===== src/verilog/axi_wr_pkg.sv =====
`default_nettype none

package axi_wr_pkg;

    // ------------------------------------------------------------------------
    // AXI field widths
    // ------------------------------------------------------------------------
    localparam int unsigned ADDR_W = 32;
    localparam int unsigned DATA_W = 64;
    localparam int unsigned ID_W   = 4;
    localparam int unsigned LEN_W  = 8;
    localparam int unsigned SIZE_W = 3;
    localparam int unsigned USER_W = 8;

    typedef logic [ADDR_W-1:0]   addr_t;
    typedef logic [DATA_W-1:0]   data_t;
    typedef logic [DATA_W/8-1:0] strb_t;
    typedef logic [ID_W-1:0]     id_t;
    typedef logic [LEN_W-1:0]    len_t;
    typedef logic [USER_W-1:0]   user_t;

    // Burst and response encodings as on the bus
    typedef enum logic [1:0] {
        BURST_FIXED = 2'd0,
        BURST_INCR  = 2'd1,
        BURST_WRAP  = 2'd2
    } burst_t;

    typedef enum logic [1:0] {
        RESP_OKAY   = 2'd0,
        RESP_EXOKAY = 2'd1,
        RESP_SLVERR = 2'd2,
        RESP_DECERR = 2'd3
    } resp_t;

    // ------------------------------------------------------------------------
    // Burst shape shared by every request
    // ------------------------------------------------------------------------
    localparam int unsigned BEAT_BYTES  = 4;
    localparam logic [SIZE_W-1:0] BEAT_SIZE = SIZE_W'($clog2(BEAT_BYTES));
    localparam int unsigned BURST_BEATS = 4;
    localparam len_t BURST_LEN = len_t'(BURST_BEATS - 1);

endpackage

`default_nettype wire


===== src/verilog/axi_wr_master.sv =====
`timescale 1ns/1ps
`default_nettype none

module axi_wr_master
    import axi_wr_pkg::*;
#(
    parameter int OST_DEPTH = 8,
    parameter int NUM_REQS  = 16
) (
    input  logic              clk,
    input  logic              rst_n,
    input  logic              wr_en,
    output logic              wr_req_finish,
    output logic              resp_error,

    // AW channel
    output id_t               awid,
    output addr_t             awaddr,
    output len_t              awlen,
    output logic [SIZE_W-1:0] awsize,
    output burst_t            awburst,
    output user_t             awuser,
    output logic              awvalid,
    input  logic              awready,

    // W channel
    output data_t             wdata,
    output strb_t             wstrb,
    output user_t             wuser,
    output logic              wlast,
    output logic              wvalid,
    input  logic              wready,

    // B channel
    input  id_t               bid,
    input  resp_t             bresp,
    input  logic              bvalid,
    output logic              bready
);

    localparam int SLOT_W = $clog2(OST_DEPTH);

    logic              aw_done;
    logic [SLOT_W-1:0] aw_slot;
    logic              fifo_empty;
    logic              fifo_pop;
    logic [SLOT_W-1:0] head_slot;
    logic [SLOT_W-1:0] rd_slot;
    addr_t             rd_addr;
    burst_t            rd_burst;
    id_t               rd_id;
    user_t             rd_user;

    // ------------------------------------------------------------------------
    // Slot table with AW and B channels
    // ------------------------------------------------------------------------
    wr_slot_table #(
        .OST_DEPTH (OST_DEPTH),
        .NUM_REQS  (NUM_REQS)
    ) u_table (
        .clk           (clk),
        .rst_n         (rst_n),
        .wr_en         (wr_en),
        .wr_req_finish (wr_req_finish),
        .resp_error    (resp_error),
        .awid          (awid),
        .awaddr        (awaddr),
        .awlen         (awlen),
        .awsize        (awsize),
        .awburst       (awburst),
        .awuser        (awuser),
        .awvalid       (awvalid),
        .awready       (awready),
        .aw_done       (aw_done),
        .aw_slot       (aw_slot),
        .rd_slot       (rd_slot),
        .rd_addr       (rd_addr),
        .rd_burst      (rd_burst),
        .rd_id         (rd_id),
        .rd_user       (rd_user),
        .bid           (bid),
        .bresp         (bresp),
        .bvalid        (bvalid),
        .bready        (bready)
    );

    // AW order for the W channel
    wr_order_fifo #(.DEPTH(OST_DEPTH)) u_order (
        .clk       (clk),
        .rst_n     (rst_n),
        .push      (aw_done),
        .push_slot (aw_slot),
        .pop       (fifo_pop),
        .empty     (fifo_empty),
        .head_slot (head_slot)
    );

    wr_data_sender #(.OST_DEPTH(OST_DEPTH)) u_sender (
        .clk        (clk),
        .rst_n      (rst_n),
        .fifo_empty (fifo_empty),
        .head_slot  (head_slot),
        .fifo_pop   (fifo_pop),
        .rd_slot    (rd_slot),
        .rd_addr    (rd_addr),
        .rd_burst   (rd_burst),
        .rd_id      (rd_id),
        .rd_user    (rd_user),
        .wdata      (wdata),
        .wstrb      (wstrb),
        .wuser      (wuser),
        .wlast      (wlast),
        .wvalid     (wvalid),
        .wready     (wready)
    );

endmodule

`default_nettype wire


===== src/verilog/burst_addr_calc.sv =====
`timescale 1ns/1ps
`default_nettype none

module burst_addr_calc
    import axi_wr_pkg::*;
(
    input  addr_t      start_addr,
    input  burst_t     burst,
    input  logic [1:0] beat,
    output addr_t      addr
);

    // One full burst of bytes is also the wrap window
    localparam int unsigned WRAP_BYTES = BURST_BEATS * BEAT_BYTES;

    localparam addr_t BEAT_MASK = addr_t'(BEAT_BYTES - 1);
    localparam addr_t WRAP_MASK = addr_t'(WRAP_BYTES - 1);

    addr_t offset;
    addr_t aligned;
    addr_t wrap_base;
    addr_t wrap_low;

    // ------------------------------------------------------------------------
    // Address terms
    // ------------------------------------------------------------------------
    assign offset  = addr_t'(beat) * addr_t'(BEAT_BYTES);
    assign aligned = start_addr & ~BEAT_MASK;

    // WRAP keeps the bits above the window and rolls the low part
    assign wrap_base = start_addr & ~WRAP_MASK;
    assign wrap_low  = (start_addr + offset) & WRAP_MASK;

    // ------------------------------------------------------------------------
    // Select by burst type
    // ------------------------------------------------------------------------
    always_comb begin
        case (burst)
            BURST_FIXED: begin
                addr = start_addr;
            end
            BURST_INCR: begin
                addr = aligned + offset;
            end
            BURST_WRAP: begin
                addr = wrap_base | wrap_low;
            end
            default: begin
                // Reserved encoding behaves like FIXED
                addr = start_addr;
            end
        endcase
    end

endmodule

`default_nettype wire


===== src/verilog/slot_picker.sv =====
`timescale 1ns/1ps
`default_nettype none

// Lowest set bit wins
module slot_picker #(
    parameter int WIDTH = 8
) (
    input  logic [WIDTH-1:0]         req,
    output logic                     any,
    output logic [$clog2(WIDTH)-1:0] index
);

    localparam int IDX_W = $clog2(WIDTH);

    assign any = |req;

    // Scan from the top so the lowest request overwrites last
    always_comb begin
        index = '0;
        for (int i = WIDTH - 1; i >= 0; i--) begin
            if (req[i]) begin
                index = IDX_W'(i);
            end
        end
    end

endmodule

`default_nettype wire


===== src/verilog/wr_data_sender.sv =====
`timescale 1ns/1ps
`default_nettype none

module wr_data_sender
    import axi_wr_pkg::*;
#(
    parameter int OST_DEPTH = 8
) (
    input  logic                         clk,
    input  logic                         rst_n,

    // Order FIFO
    input  logic                         fifo_empty,
    input  logic [$clog2(OST_DEPTH)-1:0] head_slot,
    output logic                         fifo_pop,

    // Slot table lookup
    output logic [$clog2(OST_DEPTH)-1:0] rd_slot,
    input  addr_t                        rd_addr,
    input  burst_t                       rd_burst,
    input  id_t                          rd_id,
    input  user_t                        rd_user,

    // W channel
    output data_t                        wdata,
    output strb_t                        wstrb,
    output user_t                        wuser,
    output logic                         wlast,
    output logic                         wvalid,
    input  logic                         wready
);

    localparam logic [1:0] LAST_BEAT = 2'(BURST_LEN);

    logic [1:0] beat_cnt;
    logic       w_hs;
    addr_t      beat_addr;

    burst_addr_calc u_addr (
        .start_addr (rd_addr),
        .burst      (rd_burst),
        .beat       (beat_cnt),
        .addr       (beat_addr)
    );

    // Head slot owns the W channel until its last beat
    assign rd_slot  = head_slot;
    assign wvalid   = !fifo_empty;
    assign wlast    = wvalid && (beat_cnt == LAST_BEAT);
    assign w_hs     = wvalid && wready;
    assign fifo_pop = w_hs && wlast;

    always_ff @(posedge clk or negedge rst_n) begin
        if (!rst_n) begin
            beat_cnt <= '0;
        end else if (w_hs) begin
            beat_cnt <= wlast ? 2'd0 : beat_cnt + 1'b1;
        end
    end

    // Beat payload is the ID stacked on the beat address
    assign wdata = data_t'({rd_id, beat_addr});
    assign wstrb = '1;
    assign wuser = rd_user;

    w_stable: assert property (@(posedge clk) disable iff (!rst_n)
        wvalid && !wready |=> $stable(wdata) && $stable(wlast));

endmodule

`default_nettype wire


===== src/verilog/wr_order_fifo.sv =====
`timescale 1ns/1ps
`default_nettype none

module wr_order_fifo #(
    parameter int DEPTH = 8
) (
    input  logic                     clk,
    input  logic                     rst_n,
    input  logic                     push,
    input  logic [$clog2(DEPTH)-1:0] push_slot,
    input  logic                     pop,
    output logic                     empty,
    output logic [$clog2(DEPTH)-1:0] head_slot
);

    localparam int SLOT_W = $clog2(DEPTH);
    localparam int CNT_W  = $clog2(DEPTH + 1);

    logic [SLOT_W-1:0] mem [DEPTH];
    logic [SLOT_W-1:0] wr_ptr;
    logic [SLOT_W-1:0] rd_ptr;
    logic [SLOT_W-1:0] rd_next;
    logic [CNT_W-1:0]  count;
    logic [CNT_W-1:0]  count_next;

    function automatic logic [SLOT_W-1:0] ptr_inc(input logic [SLOT_W-1:0] ptr);
        if (ptr == SLOT_W'(DEPTH - 1)) begin
            return '0;
        end
        return ptr + 1'b1;
    endfunction

    assign rd_next    = pop ? ptr_inc(rd_ptr) : rd_ptr;
    assign count_next = count + CNT_W'(push) - CNT_W'(pop);

    always_ff @(posedge clk) begin
        if (push) begin
            mem[wr_ptr] <= push_slot;
        end
    end

    // Head comes straight from push_slot when the new entry lands at the read side
    always_ff @(posedge clk or negedge rst_n) begin
        if (!rst_n) begin
            wr_ptr    <= '0;
            rd_ptr    <= '0;
            count     <= '0;
            empty     <= 1'b1;
            head_slot <= '0;
        end else begin
            if (push) begin
                wr_ptr <= ptr_inc(wr_ptr);
            end
            rd_ptr    <= rd_next;
            count     <= count_next;
            empty     <= (count_next == '0);
            head_slot <= (push && (wr_ptr == rd_next)) ? push_slot : mem[rd_next];
        end
    end

    no_push_full: assert property (@(posedge clk) disable iff (!rst_n)
        push |-> (count != CNT_W'(DEPTH)));

    no_pop_empty: assert property (@(posedge clk) disable iff (!rst_n)
        pop |-> !empty);

endmodule

`default_nettype wire


===== src/verilog/wr_slot_table.sv =====
`timescale 1ns/1ps
`default_nettype none

module wr_slot_table
    import axi_wr_pkg::*;
#(
    parameter int OST_DEPTH = 8,
    parameter int NUM_REQS  = 16
) (
    input  logic                         clk,
    input  logic                         rst_n,
    input  logic                         wr_en,
    output logic                         wr_req_finish,
    output logic                         resp_error,

    // AW channel
    output id_t                          awid,
    output addr_t                        awaddr,
    output len_t                         awlen,
    output logic [SIZE_W-1:0]            awsize,
    output burst_t                       awburst,
    output user_t                        awuser,
    output logic                         awvalid,
    input  logic                         awready,
    output logic                         aw_done,
    output logic [$clog2(OST_DEPTH)-1:0] aw_slot,

    // Read port for the W side
    input  logic [$clog2(OST_DEPTH)-1:0] rd_slot,
    output addr_t                        rd_addr,
    output burst_t                       rd_burst,
    output id_t                          rd_id,
    output user_t                        rd_user,

    // B channel
    input  id_t                          bid,
    input  resp_t                        bresp,
    input  logic                         bvalid,
    output logic                         bready
);

    localparam int SLOT_W = $clog2(OST_DEPTH);
    localparam int CNT_W  = $clog2(NUM_REQS + 1);

    if (NUM_REQS > (1 << ID_W)) begin : g_id_check
        $error("NUM_REQS larger than the AXI ID space");
    end

    // Per slot state
    logic [OST_DEPTH-1:0] busy;
    logic [OST_DEPTH-1:0] aw_pend;
    logic [OST_DEPTH-1:0] aw_sent;

    // Per slot request payload
    id_t    slot_id    [OST_DEPTH];
    addr_t  slot_addr  [OST_DEPTH];
    burst_t slot_burst [OST_DEPTH];
    user_t  slot_user  [OST_DEPTH];

    logic              free_any;
    logic [SLOT_W-1:0] free_idx;
    logic              pend_any;
    logic [SLOT_W-1:0] pend_idx;

    logic [CNT_W-1:0]     req_cnt;
    logic                 alloc_ok;
    logic                 alloc;
    logic                 aw_hs;
    logic                 b_hs;
    logic [OST_DEPTH-1:0] b_hit;
    logic [OST_DEPTH-1:0] alloc_mask;
    logic [OST_DEPTH-1:0] aw_mask;
    logic [OST_DEPTH-1:0] free_mask;
    addr_t                new_addr;
    burst_t               new_burst;

    // ------------------------------------------------------------------------
    // Slot selection
    // ------------------------------------------------------------------------
    slot_picker #(.WIDTH(OST_DEPTH)) u_free_pick (
        .req   (~busy),
        .any   (free_any),
        .index (free_idx)
    );

    slot_picker #(.WIDTH(OST_DEPTH)) u_pend_pick (
        .req   (aw_pend),
        .any   (pend_any),
        .index (pend_idx)
    );

    // A new slot below a stalled AW would steal the AW selection
    assign alloc_ok = !pend_any || aw_hs || (free_idx > pend_idx);
    assign alloc    = wr_en && free_any && alloc_ok && (req_cnt < CNT_W'(NUM_REQS));
    assign aw_hs    = awvalid && awready;
    assign b_hs     = bvalid && bready;

    always_comb begin
        for (int i = 0; i < OST_DEPTH; i++) begin
            b_hit[i] = busy[i] && aw_sent[i] && (slot_id[i] == bid);
        end
    end

    assign alloc_mask = OST_DEPTH'(alloc) << free_idx;
    assign aw_mask    = OST_DEPTH'(aw_hs) << pend_idx;
    assign free_mask  = b_hs ? b_hit : '0;

    always_ff @(posedge clk or negedge rst_n) begin
        if (!rst_n) begin
            busy    <= '0;
            aw_pend <= '0;
            aw_sent <= '0;
            req_cnt <= '0;
        end else begin
            busy    <= (busy | alloc_mask) & ~free_mask;
            aw_pend <= (aw_pend | alloc_mask) & ~aw_mask;
            aw_sent <= (aw_sent | aw_mask) & ~free_mask;
            if (alloc) begin
                req_cnt <= req_cnt + 1'b1;
            end
        end
    end

    // ------------------------------------------------------------------------
    // Request pattern picked by the low bits of the count
    // ------------------------------------------------------------------------
    always_comb begin
        case (req_cnt[1:0])
            2'd0: begin
                new_addr  = '0;
                new_burst = BURST_INCR;
            end
            2'd1: begin
                new_addr  = addr_t'(req_cnt) << 4;
                new_burst = BURST_INCR;
            end
            2'd2: begin
                new_addr  = addr_t'('h24);
                new_burst = BURST_WRAP;
            end
            default: begin
                new_addr  = addr_t'('h30);
                new_burst = BURST_FIXED;
            end
        endcase
    end

    always_ff @(posedge clk) begin
        if (alloc) begin
            slot_id[free_idx]    <= id_t'(req_cnt);
            slot_addr[free_idx]  <= new_addr;
            slot_burst[free_idx] <= new_burst;
            slot_user[free_idx]  <= user_t'(req_cnt);
        end
    end

    // Sticky error over all responses
    always_ff @(posedge clk or negedge rst_n) begin
        if (!rst_n) begin
            resp_error <= 1'b0;
        end else if (b_hs && ((bresp == RESP_SLVERR) || (bresp == RESP_DECERR))) begin
            resp_error <= 1'b1;
        end
    end

    // ------------------------------------------------------------------------
    // Outputs
    // ------------------------------------------------------------------------
    assign wr_req_finish = (req_cnt == CNT_W'(NUM_REQS));

    assign awvalid = pend_any;
    assign awid    = slot_id[pend_idx];
    assign awaddr  = slot_addr[pend_idx];
    assign awlen   = BURST_LEN;
    assign awsize  = BEAT_SIZE;
    assign awburst = slot_burst[pend_idx];
    assign awuser  = slot_user[pend_idx];
    assign aw_done = aw_hs;
    assign aw_slot = pend_idx;

    assign rd_addr  = slot_addr[rd_slot];
    assign rd_burst = slot_burst[rd_slot];
    assign rd_id    = slot_id[rd_slot];
    assign rd_user  = slot_user[rd_slot];

    assign bready = 1'b1;

    aw_stable: assert property (@(posedge clk) disable iff (!rst_n)
        awvalid && !awready |=> awvalid && $stable(awaddr) && $stable(awid));

    b_one_slot: assert property (@(posedge clk) disable iff (!rst_n)
        bvalid |-> $onehot(b_hit));

endmodule

`default_nettype wire

===== config.mk =====
export PLATFORM = sky130hd
export DESIGN_NAME = axi_wr_master
export DESIGN_NICKNAME = d
export VERILOG_FILES = /design/src/verilog/axi_wr_pkg.sv /design/src/verilog/axi_wr_master.sv /design/src/verilog/burst_addr_calc.sv /design/src/verilog/slot_picker.sv /design/src/verilog/wr_data_sender.sv /design/src/verilog/wr_order_fifo.sv /design/src/verilog/wr_slot_table.sv
export SDC_FILE = /design/constraint.sdc
export NUM_CORES = 1
export LEC_CHECK = 0
export BUFFER_PORTS_ARGS = -buffer_cell sky130_fd_sc_hd__buf_2
export CELL_PAD_IN_SITES_DETAIL_PLACEMENT = 0
export CELL_PAD_IN_SITES_GLOBAL_PLACEMENT = 2
export CORE_ASPECT_RATIO = 0.8
export CORE_MARGIN = 5
export CORE_UTILIZATION = 40
export CTS_BUF_LIST = sky130_fd_sc_hd__clkbuf_2 sky130_fd_sc_hd__clkbuf_4 sky130_fd_sc_hd__clkbuf_8
export CTS_CLUSTER_DIAMETER = 150
export CTS_CLUSTER_SIZE = 28
export DETAILED_ROUTE_END_ITERATION = 10
export GPL_ROUTABILITY_DRIVEN = 0
export PLACE_DENSITY = 0.82
export SETUP_SLACK_MARGIN = 0.3
export SYNTH_ARGS = -nofsm -noshare
export SYNTH_HDL_FRONTEND = slang
export SYNTH_SLANG_ARGS = --single-unit

===== constraint.sdc =====
create_clock -name clk -period 6.41 [get_ports clk]
set_input_delay 1.282 -clock clk [delete_from_list [all_inputs] [get_ports clk]]
set_output_delay 1.282 -clock clk [all_outputs]
set_load 0.005 [all_outputs]

Yosys cells after proc, flatten, opt, wreduce, memory -nomap -nowiden --
Memories as Yosys holds them, arrays and structs flattened. A register that Yosys moved wholly into a read port is not among the register bits. Index checks and enable logic that the tools add are counted.
Word-level totals: flip-flop bits (word level) 43, memory bits (writable) 184, input bits 12, output and inout bits 143, memories kept 5
Memory list:
- u_table.slot_addr | depth 8, width 9, rd ports 2, clocked after memory_dff 0, write ports 1, line wr_slot_table.sv:56 | addr_t slot_addr [OST_DEPTH];
- u_table.slot_user | depth 8, width 5, rd ports 2, clocked after memory_dff 0, write ports 1, line wr_slot_table.sv:58 | user_t slot_user [OST_DEPTH];
- u_table.slot_id | depth 8, width 4, rd ports 10, clocked after memory_dff 0, write ports 1, line wr_slot_table.sv:55 | id_t slot_id [OST_DEPTH];
- u_order.mem | depth 8, width 3, rd ports 1, clocked after memory_dff 1, write ports 1, line wr_order_fifo.sv:19 | logic [SLOT_W-1:0] mem [DEPTH];
- u_table.slot_burst | depth 8, width 2, rd ports 2, clocked after memory_dff 0, write ports 1, line wr_slot_table.sv:57 | burst_t slot_burst [OST_DEPTH];
Cells by class: add/subtract/negate cells 8, $lt $le $gt $ge 2, equality and inequality tests 18, shifts and indexed selects 2, multiplexer cells 33, bitwise gates (word level) 10, reductions and logical operators 35
Operator list (count):
- 32-bit case mux with 2 select lines | 1
- 3-bit 2-to-1 mux | 21
- 32-bit by 4-bit adder with 32-bit output | 1
- 4-bit equality test | 8
- 32-bit by 4-bit OR with 32-bit output | 1
- 9-bit case mux with 3 select lines | 1
- 8-bit AND | 3
- 1-bit logical AND | 24
- 8-bit inverter | 3
- 8-bit OR | 3
- 8-bit OR reduction | 2
- 1-bit by 3-bit left shift with 8-bit output | 2
- 2-bit equality test, second input constant | 5
- 8-bit 2-to-1 mux | 1
- 1-bit 2-to-1 mux | 7
- 3-bit by 1-bit adder with 3-bit output, second input constant | 2
- 3-bit equality test, second input constant | 2
- 5-bit by 1-bit adder with 5-bit output, second input constant | 1
- 5-bit equality test, second input constant | 1
- 5-bit less-than comparator, second input constant | 1
- 4-bit by 1-bit adder with 4-bit output | 1
- 4-bit adder | 1
- 2-bit by 1-bit equality test with 1-bit output, second input constant | 2
- 4-bit logical NOT | 1
- other kinds (9) | 13

Depth between registers and ports, before layout --
Gate-level depths: netlist (run 1).
depth after elaboration 16, mapped depth 12, gate-level depth less buffers 11

Cells and area by module --
A second synthesis (run 1) with hierarchy kept.
Unflattened totals: cells, all modules 938, area total of the unflattened synthesis 10784.1 um^2
By module, submodules not included:
- wr_slot_table | times used 1, cells each 498, area each 6926.6 um^2
- wr_order_fifo | times used 1, cells each 155, area each 1941.9 um^2
- burst_addr_calc | times used 1, cells each 196, area each 1232.4 um^2
- wr_data_sender | times used 1, cells each 63, area each 520.5 um^2
- slot_picker | times used 2, cells each 13, area each 81.3 um^2

Worst setup path after synthesis (run 1) --
OpenSTA, ideal clock, no wires.
kind register to register, start register u_table.aw_pend[6], end memory u_table.slot_addr[1][2] in the netlist's numbering (enable), arrival time 3.940 ns, setup slack 2.049 ns, stages on the path, launching flop included 10, buffers on the path 0, period minus slack after synthesis 4.361 ns, cell sequence dfrtp_1 > nand2b_1 > a221oi_1 > o21ai_1 > inv_1 > ha_1 > or3_1 > o211ai_1 > a31oi_2 > nor4b_1
On the way: word-level cells in the longest chain between the ends 13, elaborated cells on any way between the ends 17
Ends and longest elaborated chain:
- from (decl) | line wr_slot_table.sv:51 | logic [OST_DEPTH-1:0] aw_pend;
- from (signal assigned) | line wr_slot_table.sv:116 | aw_pend <= (aw_pend | alloc_mask) & ~aw_mask;
- 3-bit 2-to-1 mux (7 in a row) | line slot_picker.sv:21 | if (req[i]) begin
- named net aw_slot[0] | line axi_wr_master.sv:44 | logic [SLOT_W-1:0] aw_slot;
- 3-bit > comparator | line wr_slot_table.sv:93 | assign alloc_ok = !pend_any || aw_hs || (free_idx > pend_idx);
- 1-bit logical OR | line wr_slot_table.sv:93
- 1-bit logical AND (2 in a row) | line wr_slot_table.sv:94 | assign alloc = wr_en && free_any && alloc_ok && (req_cnt < CNT_W'(NUM_REQS));
- 1-bit 2-to-1 mux | line wr_slot_table.sv:149 | if (alloc) begin
- 1-bit 2-to-1 mux (not written as such) | line wr_slot_table.sv:151 | slot_addr[free_idx] <= new_addr;
- to (decl) | line wr_slot_table.sv:56
The timed path passes the listed nets, and every way through them passes these cells.

Final worst setup path (run 1) --
start register u_table.aw_pend[1], end output awid[2]
On the way: word-level cells in the longest chain between the ends 3
Ends and longest elaborated chain:
- 3-bit 2-to-1 mux (2 in a row) | line slot_picker.sv:21
- memory read 8 x 4 bit
- to (decl) | line axi_wr_master.sv:17 | output id_t awid,
Every way passes these cells.

==> qor.csv, run 1 <==
stage,metric,value,unit
logic_synthesis,Mean Syn Cell Area,12.2,sq um
cts,cts repair resizes,0,
cts,CTS hold repair buffers,0,
floorplan,core region area,0.0227,sq mm
cts,CTS Buf Count,17,
cts,post-CTS setup buffers,0,
global_routing,first-pass GRT wire length,35000,microns
logic_synthesis,top post-synthesis cells by count,"edfxtp_1, buf_4, nand2_1, dfrtp_1, nor2_1",
global_routing,pin count of the biggest net entering global routing,47,
worst_setup_path,critical path's slowest cell,dfrtp_1,
power_and_ir_drop,Net Sw Frac,44.2,%
cts,H-tree levels,4,
power_and_ir_drop,Lkg Pwr,3.84,nW
logic_synthesis,Yosys top cell area share,38.8,%
sta,Fin. Hold Viols,0,
logic_synthesis,Synth area leaders,"edfxtp_1, dfrtp_1, buf_4",
sta,Final Slew Violations,0,
cts,Worst-Skew Late Latency,460,ps
logic_synthesis,number of synthesis warnings,0,
logic_synthesis,Synth Instances,764,
worst_setup_path,crit-path cells,nor4_1 -> nand2b_1 -> inv_2 -> o41ai_1 -> a31oi_1 -> o21a_1 -> a221o_1 -> buf_2,
outcome,outcome,"finished, final reports clean",
power_and_ir_drop,P_sw,2.48,mW
logic_synthesis,cell taking the most area after synthesis,edfxtp_1,
sta,Max Clk Rate,197,MHz
floorplan,DIE WIDTH,180,microns
sta,final setup vio count,0,
power_and_ir_drop,Max VDD drop,0.000263,V
final_layout,diodes inserted,0,
worst_setup_path,Critical Path RT,5130,ps
global_routing,Tot GR Track Use,17.1,%
place,Port Buffers,49,
logic_synthesis,"Seq/Total Area, Yosys",51.2,%
logic_synthesis,post-synthesis register bit count,166,
final_layout,Area Growth Syn to Fin,5.99,%
sta,period utilization,79.1,%
global_routing,vias in the first global route,5754,
global_routing,grt ovf,0,
logic_synthesis,asr flop ratio synth,27.7,%
cts,CTS max path bufs,2,
power_and_ir_drop,Flop pwr share,34.2,%
worst_setup_path,nature of the critical path startpoint,register,
worst_setup_path,"slowest stage delay, CP",690,ps
floorplan,io pins,155,
place,placed wire-length estimate,15500,microns
routing,drt first-iter violations,514,
floorplan,Rows,49,
worst_setup_path,CP Class,reg2out,
hold_path,Hold WC Path Type,reg2reg,
routing,DRT Wirelength,22800,microns
routing,vias,5895,
logic_synthesis,Synth Flop Type,edfxtp_1,
flow_run,Max Cap Viol,0,
floorplan,die area,0.0264,sq mm
routing,DR WL/cell,20.3,microns
power_and_ir_drop,P per Cell Area,570,mW/mm^2
routing,Pre-Repair DR Iteration Count,5,
worst_setup_path,Crit path max-delay family,simple AND/OR/NAND/NOR gates,
worst_setup_path,"Max FO, Critical Path",22,
sta,Final Skew,14.9,ps
logic_synthesis,Mapped Area,0.00929,sq mm
cts,CTS Sinks,166,
sta,Rel. slew slack,25.6,%
logic_synthesis,Post-synth EDFFs,120,
power_and_ir_drop,Clock Power Share,12.5,%
routing,via-per-instance ratio,5.24,
logic_synthesis,most common cell in the netlist,edfxtp_1,
sta,Hold WS,461,ps
floorplan,Die Height,146,microns
final_layout,share of layout cells above drive strength 1,21.8,%
worst_setup_path,CP bufs+invs,2,
sta,RSZ-0062 raised after global routing,false,
power_and_ir_drop,Comb pwr share,53.2,%
cts,root buffer cell,clkbuf_8,
sta,Least-Margin Pin Slew,1120,ps
worst_setup_path,Worst setup EP type,primary output,
cts,"CTS clk-pin slew, worst paths",100,ps
sta,post-layout min period,5070,ps
final_layout,final-stage net count,837,
cts,CTS tree,built,
floorplan,Starting Density,41.0,%
routing,ANT nets after route,0,
sta,setup TNS,0,ps
logic_synthesis,post-synth cell types,67,
power_and_ir_drop,Int Pwr,3.13,mW
routing,DRC errors left,0,
global_routing,antenna violations before repair,0,
worst_setup_path,CP arrival,3790,ps
kinds of logic (layout without fill, tap and decap cells):
| group | count (synthesis) | count (layout) | share of synthesized area (%) |
|---|---|---|---|
| adder cells (fa/ha/maj) | 20 | 20 | 2.77 |
| XOR/XNOR | 41 | 41 | 3.86 |
| AO/OA/AOI/OAI | 128 | 128 | 10.4 |
| flip-flops | 166 | 166 | 51.2 |
| AND/OR/NAND/NOR | 167 | 167 | 8.90 |
| multiplexers | 67 | 67 | 10.9 |
| other | 2 | 104 | 0.0808 |
| buffers and inverters | 173 | 125 | 11.8 |
final cells by class:
| type | count | area, sq um |
|---|---|---|
| flip-flops and latches | 166 | 4760 |
| fillers | 2096 | 12800 |
| clock buffers | 18 | 241 |
| clock inverters | 14 | 114 |
| inverters | 27 | 101 |
| multi-input cells | 527 | 3880 |
| repair buffers | 66 | 373 |
| well taps | 306 | 383 |
power groups by stage:
stage	Clock, mW	Sequential, mW	Combinational (mW)
after floorplan	0	1.75	2.18
after global placement	0	1.94	2.95
after detailed placement	0	1.94	2.98
after CTS	0.717	1.92	3.00
after global routing	0.763	1.96	3.29
final	0.703	1.92	2.99
worst paths after layout:
check	start	end	slack (ps)	cells past startpoint
min in group asynchronous	rst_n	u_table.req_cnt[3]$_DFFE_PN0P_	910	2
hold / removal	u_table.resp_error$_DFFE_PN0P_	u_table.resp_error$_DFFE_PN0P_	460	1
max in group asynchronous	rst_n	u_sender.beat_cnt[1]$_DFFE_PN0P_	5040	2
hold reg to reg	u_table.resp_error$_DFFE_PN0P_	u_table.resp_error$_DFFE_PN0P_	460	1
setup reg to reg	u_table.aw_pend[6]$_DFF_PN0_	u_table.slot_user[5][0]$_DFFE_PP_	2010	13
setup / recovery	u_table.aw_pend[1]$_DFF_PN0_	awid[2]	1340	8
layer usage:
layer  track usage, %  vias up  share of wire [%]
li1                 -     2706                  -
met1             24.5     2956                 46
met2             26.7      216                 46
met3             4.43       17                7.4
met4             2.83        0               0.73
met5                0        -                  0
flip-flops by register name (all words and copies together) (netlist names):
signal / flops
u_sender.beat_cnt: 2
u_table.aw_sent: 8
u_table.busy: 8
u_order.rd_ptr: 3
u_order.mem: 24
u_table.slot_user: 31
u_table.slot_id: 9
u_table.slot_burst: 8
u_order.head_slot: 3
u_table.slot_addr: 48
u_order.count: 4
u_order.wr_ptr: 3
u_table.req_cnt: 5
u_order.empty: 1
u_table.resp_error: 1
u_table.aw_pend: 8
cells in the final DEF (no fill, tap or decap), types with 7 or more instances in the layout:
master,n
edfxtp_1,120
nor2_1,37
buf_2,49
a31oi_1,12
clkbuf_8,17
buf_4,17
mux2_2,21
a21oi_1,14
mux2i_1,18
o21a_1,13
o221a_2,9
nand4_1,12
conb_1,104
o41ai_1,11
ha_1,19
nor4_1,7
mux4_2,24
a221o_1,8
o21ai_0,14
inv_1,26
xnor2_1,19
nand2_1,48
nor3_1,14
dfrtp_1,45
xor2_1,22
nand2b_1,9
a22oi_1,10
per-stage QoR:
step | area [sq um] | utilization, % | std cells | power (mW) | setup slack, ps
after floorplan | 9670 | - | 866 | 3.93 | 2050
after global placement | 9490 | 41.8 | 1092 | 4.89 | 1860
after detailed placement | 9490 | 41.8 | 1092 | 4.92 | 1870
after CTS | 9850 | 43.4 | 1124 | 5.64 | 1300
after global routing | 9850 | 43.4 | 1124 | 6.02 | 936
final | 9850 | 43.4 | 1124 | 5.62 | 1340
(Power assumes the default switching activity.)
==> run 2: changes to the inputs <==
--- a/config.mk
+++ b/config.mk
@@ -5,18 +5,19 @@
 export SDC_FILE = /design/constraint.sdc
 export NUM_CORES = 1
 export LEC_CHECK = 0
+export ABC_AREA = 1
 export BUFFER_PORTS_ARGS = -buffer_cell sky130_fd_sc_hd__buf_2
 export CELL_PAD_IN_SITES_DETAIL_PLACEMENT = 0
 export CELL_PAD_IN_SITES_GLOBAL_PLACEMENT = 2
 export CORE_ASPECT_RATIO = 0.8
 export CORE_MARGIN = 5
-export CORE_UTILIZATION = 40
+export CORE_UTILIZATION = 32
 export CTS_BUF_LIST = sky130_fd_sc_hd__clkbuf_2 sky130_fd_sc_hd__clkbuf_4 sky130_fd_sc_hd__clkbuf_8
 export CTS_CLUSTER_DIAMETER = 150
 export CTS_CLUSTER_SIZE = 28
 export DETAILED_ROUTE_END_ITERATION = 10
 export GPL_ROUTABILITY_DRIVEN = 0
-export PLACE_DENSITY = 0.82
+export PLACE_DENSITY = 0.77
 export SETUP_SLACK_MARGIN = 0.3
 export SYNTH_ARGS = -nofsm -noshare
 export SYNTH_HDL_FRONTEND = slang
==> constraint.sdc (replaced) <==
create_clock -name clk -period 4.42 [get_ports clk]
set_input_delay 0.884 -clock clk [delete_from_list [all_inputs] [get_ports clk]]
set_output_delay 0.884 -clock clk [all_outputs]
set_load 0.005 [all_outputs]
==> run 2 against run 1 <==
Effect of this change: clock skew is 5.2 ps higher; core utilization is 9.1 points lower; die area is 33% higher; count of clock-buffer cells in the layout is 1 lower; clock power is 65% higher; synthesized cell count is 54% higher; register-to-register slack worse by 590 ps; routed wire length is 24% higher; synthesized area is 7.9% higher; highest routed layer unchanged.
==> qor.csv, run 2 <==
stage,metric,value,unit,change
cts,CTS max path bufs,2,,unchanged
global_routing,first-pass GRT wire length,43000,microns,was 35000 microns
sta,period utilization,86.0,%,
final_layout,share of layout cells above drive strength 1,11.9,%,was 21.8%
sta,Max Clk Rate,263,MHz,
logic_synthesis,top post-synthesis cells by count,"nand2_1, inv_1, nand3_1, buf_4, edfxtp_1",,"was edfxtp_1, buf_4, nand2_1, dfrtp_1, nor2_1"
sta,Least-Margin Pin Slew,1010,ps,was 1120 ps
global_routing,grt ovf,0,,unchanged
routing,DRC errors left,0,,unchanged
power_and_ir_drop,Max VDD drop,0.000573,V,was 0.000263 V
worst_setup_path,CP Class,reg2out,,unchanged
logic_synthesis,Synth Flop Type,edfxtp_1,,unchanged
sta,final setup vio count,0,,unchanged
cts,"CTS clk-pin slew, worst paths",100,ps,about the same
worst_setup_path,Critical Path RT,3540,ps,was 5130 ps
sta,Fin. Hold Viols,0,,unchanged
cts,CTS Buf Count,17,,unchanged
floorplan,Starting Density,32.2,%,was 41.0%
final_layout,"commonest non-fill, non-tap cells in the layout","nand2_1, inv_1, nand3_1, edfxtp_1, conb_1",,"was edfxtp_1, conb_1, buf_2, nand2_1, dfrtp_1"
cts,CTS hold repair buffers,0,,unchanged
final_layout,"commonest non-fill, non-tap cell in the layout",nand2_1,,was edfxtp_1
place,placed wire-length estimate,18600,microns,was 15500 microns
floorplan,core region area,0.0311,sq mm,was 0.0227 sq mm
global_routing,antenna violations before repair,0,,unchanged
logic_synthesis,cell taking the most area after synthesis,edfxtp_1,,unchanged
final_layout,Largest register FFs,48,,unchanged
flow_run,Max Cap Viol,0,,unchanged
power_and_ir_drop,P per Cell Area,774,mW/mm^2,was 570 mW/mm^2
floorplan,DIE WIDTH,208,microns,was 180 microns
routing,ANT nets after route,0,,unchanged
power_and_ir_drop,Overall Power,8.26,mW,was 5.62 mW
routing,via-per-instance ratio,4.55,,was 5.24
sta,setup TNS,0,ps,unchanged
routing,vias,7475,,was 5895
place,Port Buffers,49,,unchanged
worst_setup_path,CP arrival,2920,ps,was 3790 ps
cts,root buffer cell,clkbuf_8,,unchanged
cts,Worst-Skew Late Latency,480,ps,was 460 ps
global_routing,pin count of the biggest net entering global routing,51,,was 47
routing,Pre-Repair DR Iteration Count,5,,unchanged
outcome,outcome,"finished, final reports clean",,unchanged
routing,DR WL/cell,17.2,microns,was 20.3 microns
floorplan,Die Height,168,microns,was 146 microns
logic_synthesis,Synth Instances,1178,,was 764
routing,DRT Wirelength,28200,microns,was 22800 microns
logic_synthesis,Mean Syn Cell Area,8.51,sq um,was 12.2 sq um
logic_synthesis,asr flop ratio synth,27.7,%,unchanged
cts,CTS tree,built,,unchanged
global_routing,Tot GR Track Use,16.0,%,was 17.1%
sta,Final Slew Violations,0,,unchanged
cts,CTS Sinks,166,,unchanged
logic_synthesis,Yosys top cell area share,36.0,%,was 38.8%
floorplan,io pins,155,,unchanged
logic_synthesis,post-synthesis register bit count,166,,unchanged
floorplan,die area,0.0350,sq mm,was 0.0264 sq mm
worst_setup_path,Worst setup EP type,primary output,,unchanged
logic_synthesis,number of synthesis warnings,0,,unchanged
final_layout,Area Growth Syn to Fin,6.48,%,was 5.99%
sta,Final Skew,20.1,ps,was 14.9 ps
sta,post-layout min period,3800,ps,
logic_synthesis,post-synth cell types,50,,was 67
logic_synthesis,Mapped Area,0.0100,sq mm,was 0.00929 sq mm
final_layout,Fillers,3295,,was 2096
final_layout,final-stage net count,1242,,was 837
logic_synthesis,Synth area leaders,"edfxtp_1, dfrtp_1, buf_4",,unchanged
final_layout,biggest regs,"u_table.slot_addr (48), u_table.slot_user (31), u_order.mem (24)",,unchanged
final_layout,diodes inserted,0,,unchanged
floorplan,Rows,58,,was 49
routing,drt first-iter violations,439,,was 514
worst_setup_path,nature of the critical path startpoint,register,,unchanged
cts,H-tree levels,4,,unchanged
global_routing,vias in the first global route,7129,,was 5754
logic_synthesis,most common cell in the netlist,nand2_1,,was edfxtp_1
logic_synthesis,"Seq/Total Area, Yosys",47.5,%,was 51.2%
logic_synthesis,Post-synth EDFFs,120,,unchanged
power_and_ir_drop,Lkg Pwr,4.89,nW,was 3.84 nW
sta,Rel. slew slack,30.7,%,was 25.6%
final_layout,largest register by flop count,u_table.slot_addr,,unchanged
hold_path,Hold WC Path Type,reg2reg,,unchanged
sta,RSZ-0062 raised after global routing,false,,unchanged
worst_setup_path,"Max FO, Critical Path",24,,was 22
## run 2: cell count changes after synthesis, sizes merged, moves of 12 or more
cell / change
a21oi: +48
nand3: +122
mux2: -23
o21a: -12
xnor2: -13
nor2: +17
nor3: -16
inv: +146
o21ai: +35
buf: +19
nand2: +206
mux2i: -19
mux4: -24
o211ai: +19
## run 2: cell type report
type	count	area [sq um]	share of cell area, %
inverter	176	664	6.23
tap	420	526	4.92
sequential	166	4760	44.6
clock inverter	15	169	1.58
timing repair buffer	69	399	3.74
clock buffer	17	234	2.19
multi-input combinational	780	3920	36.7
## run 2: worst max-delay path, cell delays in order, from the launching register on
cell and delay [ps]:
dfrtp_4 530, inv_2 140, buf_4 330, a21oi_1 110, o21ai_0 80, nand2_1 90
nand2_1 60, o21ai_1 130, ha_1 360, nor2_1 260, inv_1 100, nand2_1 80
nand2_1 50, buf_2 120
## run 2: timing repair
item                                    CTS  global route
resized for setup                         0             6
endpoints found under the setup margin    0             7
buffers inserted                          0             4
## run 2: path summary, 6_finish.rpt
| kind | start | to | slack [ps] | depth (start not counted) |
|---|---|---|---|---|
| max in group asynchronous | rst_n | u_order.head_slot[0]$_DFF_PN0_ | 3400 | 2 |
| min in group asynchronous | rst_n | u_table.aw_pend[1]$_DFF_PN0_ | 520 | 2 |
| max reg2reg | u_table.busy[7]$_DFF_PN0_ | u_table.slot_addr[0][7]$_DFFE_PP_ | 1420 | 13 |
| min reg2reg | u_table.resp_error$_DFFE_PN0P_ | u_table.resp_error$_DFFE_PN0P_ | 460 | 1 |
| max | u_order.head_slot[0]$_DFF_PN0_ | wdata[8] | 620 | 13 |
| min | u_table.resp_error$_DFFE_PN0P_ | u_table.resp_error$_DFFE_PN0P_ | 460 | 1 |
## run 2: kinds of logic (layout without fill, tap and decap cells)
kind of cell / after synthesis / after routing / synth area share (%)
xor gates and xnor gates: 19 / 19 / 1.66
AOI/OAI and AO/OA: 160 / 160 / 9.51
other: 2 / 104 / 0.0749
adders and majority gates: 20 / 20 / 2.57
buffers and inverters: 334 / 277 / 17.4
and+or+nand+nor: 476 / 476 / 21.2
DFF: 166 / 166 / 47.5
muxes: 1 / 1 / 0.112
## run 2: power breakdown
part / leakage, nW / internal [mW] / switching [mW]
Combinational: 3.07 / 1.56 / 3.41
Sequential: 1.63 / 1.96 / 0.161
Clock: 0.198 / 0.517 / 0.646
## run 2: per-layer routing
metal / global-route usage [%] / vias up / routed length (microns)
li1: - / 3715 / -
met1: 23.5 / 3555 / 13900
met2: 24.7 / 187 / 12600
met3: 2.59 / 18 / 1410
met4: 4.08 / 0 / 303
met5: 0 / - / 0
## run 2: stage by stage
stage	cells	cell area [sq um]	hold slack (ps)	util, %	setup WS (ps)
after floorplan	1280	10400	451	-	1450
after global placement	1607	10200	443	32.8	848
after detailed placement	1607	10200	448	32.8	875
after CTS	1639	10600	472	34.1	304
after global routing	1643	10700	510	34.3	324
final	1643	10700	464	34.3	618
==> run 3: changes to the inputs <==
--- a/config.mk
+++ b/config.mk
@@ -17,7 +17,7 @@
 export CTS_CLUSTER_SIZE = 28
 export DETAILED_ROUTE_END_ITERATION = 10
 export GPL_ROUTABILITY_DRIVEN = 0
-export PLACE_DENSITY = 0.77
+export PLACE_DENSITY_LB_ADDON = 0.1
 export SETUP_SLACK_MARGIN = 0.3
 export SYNTH_ARGS = -nofsm -noshare
 export SYNTH_HDL_FRONTEND = slang
==> constraint.sdc (replaced) <==
create_clock -name clk -period 3.38 [get_ports clk]
set_input_delay 0.676 -clock clk [delete_from_list [all_inputs] [get_ports clk]]
set_output_delay 0.676 -clock clk [all_outputs]
set_load 0.005 [all_outputs]
==> run 3 against run 2 <==
Effect of this change: critical path depth stayed put; cell count up 1.6%; count of clock-buffer cells in the layout increased by 3; combinational power up 51%; clock power increased by 47%; sequential power up 30%; worst hold slack worse by 220 ps; total power rose by 45%; core utilization up 1.9 points; non-clock buffer count is 26 higher; largest cell class unchanged; largest power group unchanged.
==> qor.csv, run 3 (synthesis gave the netlist of run 2 again) <==
stage,metric,value,unit,change
outcome,outcome,"finished, final reports clean",,unchanged
global_routing,pin count of the biggest net entering global routing,38,,was 51
floorplan,DIE WIDTH,208,microns,unchanged
floorplan,Die Height,168,microns,unchanged
floorplan,io pins,155,,unchanged
floorplan,Rows,58,,unchanged
place,placed wire-length estimate,20300,microns,was 18600 microns
final_layout,biggest regs,"u_table.slot_addr (48), u_table.slot_user (31), u_order.mem (24)",,unchanged
routing,DRT Wirelength,30700,microns,was 28200 microns
floorplan,die area,0.0350,sq mm,unchanged
worst_setup_path,nature of the critical path startpoint,register,,unchanged
floorplan,core region area,0.0311,sq mm,unchanged
final_layout,"commonest non-fill, non-tap cell in the layout",nand2_1,,unchanged
cts,CTS tree,built,,unchanged
global_routing,gr busiest metal,met2,,unchanged
cts,H-tree levels,4,,unchanged
cts,Worst-Skew Late Latency,470,ps,was 480 ps
cts,CTS Sinks,166,,unchanged
cts,CTS Buf Count,17,,unchanged
global_routing,Tot GR Track Use,17.5,%,was 16.0%
final_layout,"commonest non-fill, non-tap cells in the layout","nand2_1, inv_1, nand3_1, edfxtp_1, conb_1",,unchanged
power_and_ir_drop,Max VDD drop,0.000506,V,was 0.000573 V
final_layout,Fillers,3256,,was 3295
worst_setup_path,Worst setup EP type,primary output,,unchanged
sta,post-layout min period,3180,ps,
final_layout,diodes inserted,0,,unchanged
global_routing,global routing usage on met3,2.89,%,was 2.59%
sta,Fin. Hold Viols,0,,unchanged
sta,Final Slew Violations,0,,unchanged
final_layout,final-stage net count,1268,,was 1242
place,pre-CTS setup slack,185,ps,was 875 ps
sta,setup TNS,0,ps,unchanged
sta,Least-Margin Pin Slew,889,ps,was 1010 ps
sta,Final Skew,18.8,ps,was 20.1 ps
routing,vias,7588,,was 7475
global_routing,antenna violations before repair,0,,unchanged
routing,DRC errors left,0,,unchanged
worst_setup_path,CP Class,reg2out,,unchanged
sta,Final WS setup,197,ps,was 618 ps
hold_path,Hold WC Path Type,in2async,,was reg2reg
routing,DR WL/cell,18.4,microns,was 17.2 microns
global_routing,met1 global-route usage,26.2,%,was 23.5%
final_layout,share of layout cells above drive strength 1,16.7,%,was 11.9%
worst_setup_path,"Max FO, Critical Path",6,,was 24
flow_run,Max Cap Viol,0,,unchanged
global_routing,met2 usage,26.3,%,was 24.7%
routing,drt first-iter violations,441,,was 439
routing,Pre-Repair DR Iteration Count,5,,unchanged
global_routing,first-pass GRT wire length,46600,microns,was 43000 microns
cts,CTS max path bufs,2,,unchanged
power_and_ir_drop,Lkg Pwr,5.15,nW,was 4.89 nW
final_layout,Largest register FFs,48,,unchanged
sta,period utilization,94.2,%,
place,Port Buffers,49,,unchanged
global_routing,grt ovf,0,,unchanged
sta,RSZ-0062 raised after global routing,true,,was false
sta,Rel. slew slack,39.2,%,was 30.7%
sta,final setup vio count,0,,unchanged
floorplan,Starting Density,32.2,%,unchanged
final_layout,largest register by flop count,u_table.slot_addr,,unchanged
final_layout,Area Growth Syn to Fin,12.4,%,was 6.48%
cts,"CTS clk-pin slew, worst paths",90,ps,was 100 ps
sta,Max Clk Rate,314,MHz,
cts,root buffer cell,clkbuf_8,,unchanged
routing,via-per-instance ratio,4.55,,about the same
worst_setup_path,Critical Path RT,2700,ps,was 3540 ps
power_and_ir_drop,P per Cell Area,1060,mW/mm^2,was 774 mW/mm^2
worst_setup_path,CP arrival,2510,ps,was 2920 ps
place,Placed Cells,1622,,was 1607
final_layout,fin cells,1669,,was 1643
worst_setup_path,register-to-register setup slack,590,ps,was 1420 ps
routing,ANT nets after route,0,,unchanged
global_routing,vias in the first global route,7419,,was 7129
-- run 3: changes by cell type in the layout (fill, tap and decap cells not counted), moves of 6 or more --
cell,before,now
buf_4,19,31
inv_1,164,158
nand2_1,241,232
nand2_2,10,18
o21ai_0,42,33
-- run 3: worst max-delay path: stages (launching register included) --
cell,delay [ps]
dfrtp_2,480
buf_12,160
buf_8,120
buf_6,110
o21ai_1,130
nand2_1,80
inv_2,70
o21ai_4,70
inv_2,70
ha_4,220
nor2_4,190
nand2_1,80
o22ai_1,120
buf_2,140
-- run 3: worst paths after layout --
| kind | from | end | cells past startpoint |
|---|---|---|---|
| setup / recovery | u_order.head_slot[0]$_DFF_PN0_ | wdata[6] | 13 |
| hold / removal | rst_n | u_order.count[3]$_DFF_PN0_ | 1 |
| setup reg to reg | u_table.busy[7]$_DFF_PN0_ | u_table.slot_burst[2][0]$_DFFE_PP_ | 14 |
| hold reg to reg | u_table.resp_error$_DFFE_PN0P_ | u_table.resp_error$_DFFE_PN0P_ | 1 |
| max in group asynchronous | rst_n | u_order.empty$_DFF_PN1_ | 2 |
| min in group clk | bresp[1] | u_table.resp_error$_DFFE_PN0P_ | 2 |
-- run 3: report_power, final --
group | switching (mW) | internal, mW | total (mW)
combinational | 4.82 | 2.69 | 7.51
clock | 0.785 | 0.918 | 1.70
sequential | 0.198 | 2.56 | 2.76
-- run 3: repair_timing --
| action | CTS | global route |
|---|---|---|
| endpoints found under the setup margin | 25 | 25 |
| hold endpoints to repair | 0 | 0 |
| pin swaps | 18 | 10 |
| hold buffers | 0 | 0 |
| resized for setup | 58 | 18 |
| gates cloned | 3 | 0 |
| buffers inserted | 10 | 2 |
-- run 3: through the flow --
stage	cell area, sq um	util (%)	hold slack (ps)	power, mW
final	11300	36.2	241	12.0
after global routing	11300	36.2	263	13.0
after CTS	11200	35.9	236	11.9
after detailed placement	10400	33.4	444	9.55
after global placement	10400	33.4	435	9.56
after floorplan	10400	-	380	7.29
-- run 3: cell type report --
type | instances | area (sq um) | share of cell area (%)
multi-input cells | 780 | 4080 | 36.2
inverters | 176 | 677 | 6.01
clock inverters | 12 | 201 | 1.79
clock buffers | 20 | 263 | 2.33
flip-flops and latches | 166 | 4760 | 42.2
repair buffers | 95 | 766 | 6.80
well taps | 420 | 526 | 4.66
-- run 3: per-layer routing --
layer,wire (microns),part of all wire (%)
met5,0,0
met4,483,1.6
met3,1120,3.7
met2,13200,43
met1,15800,52
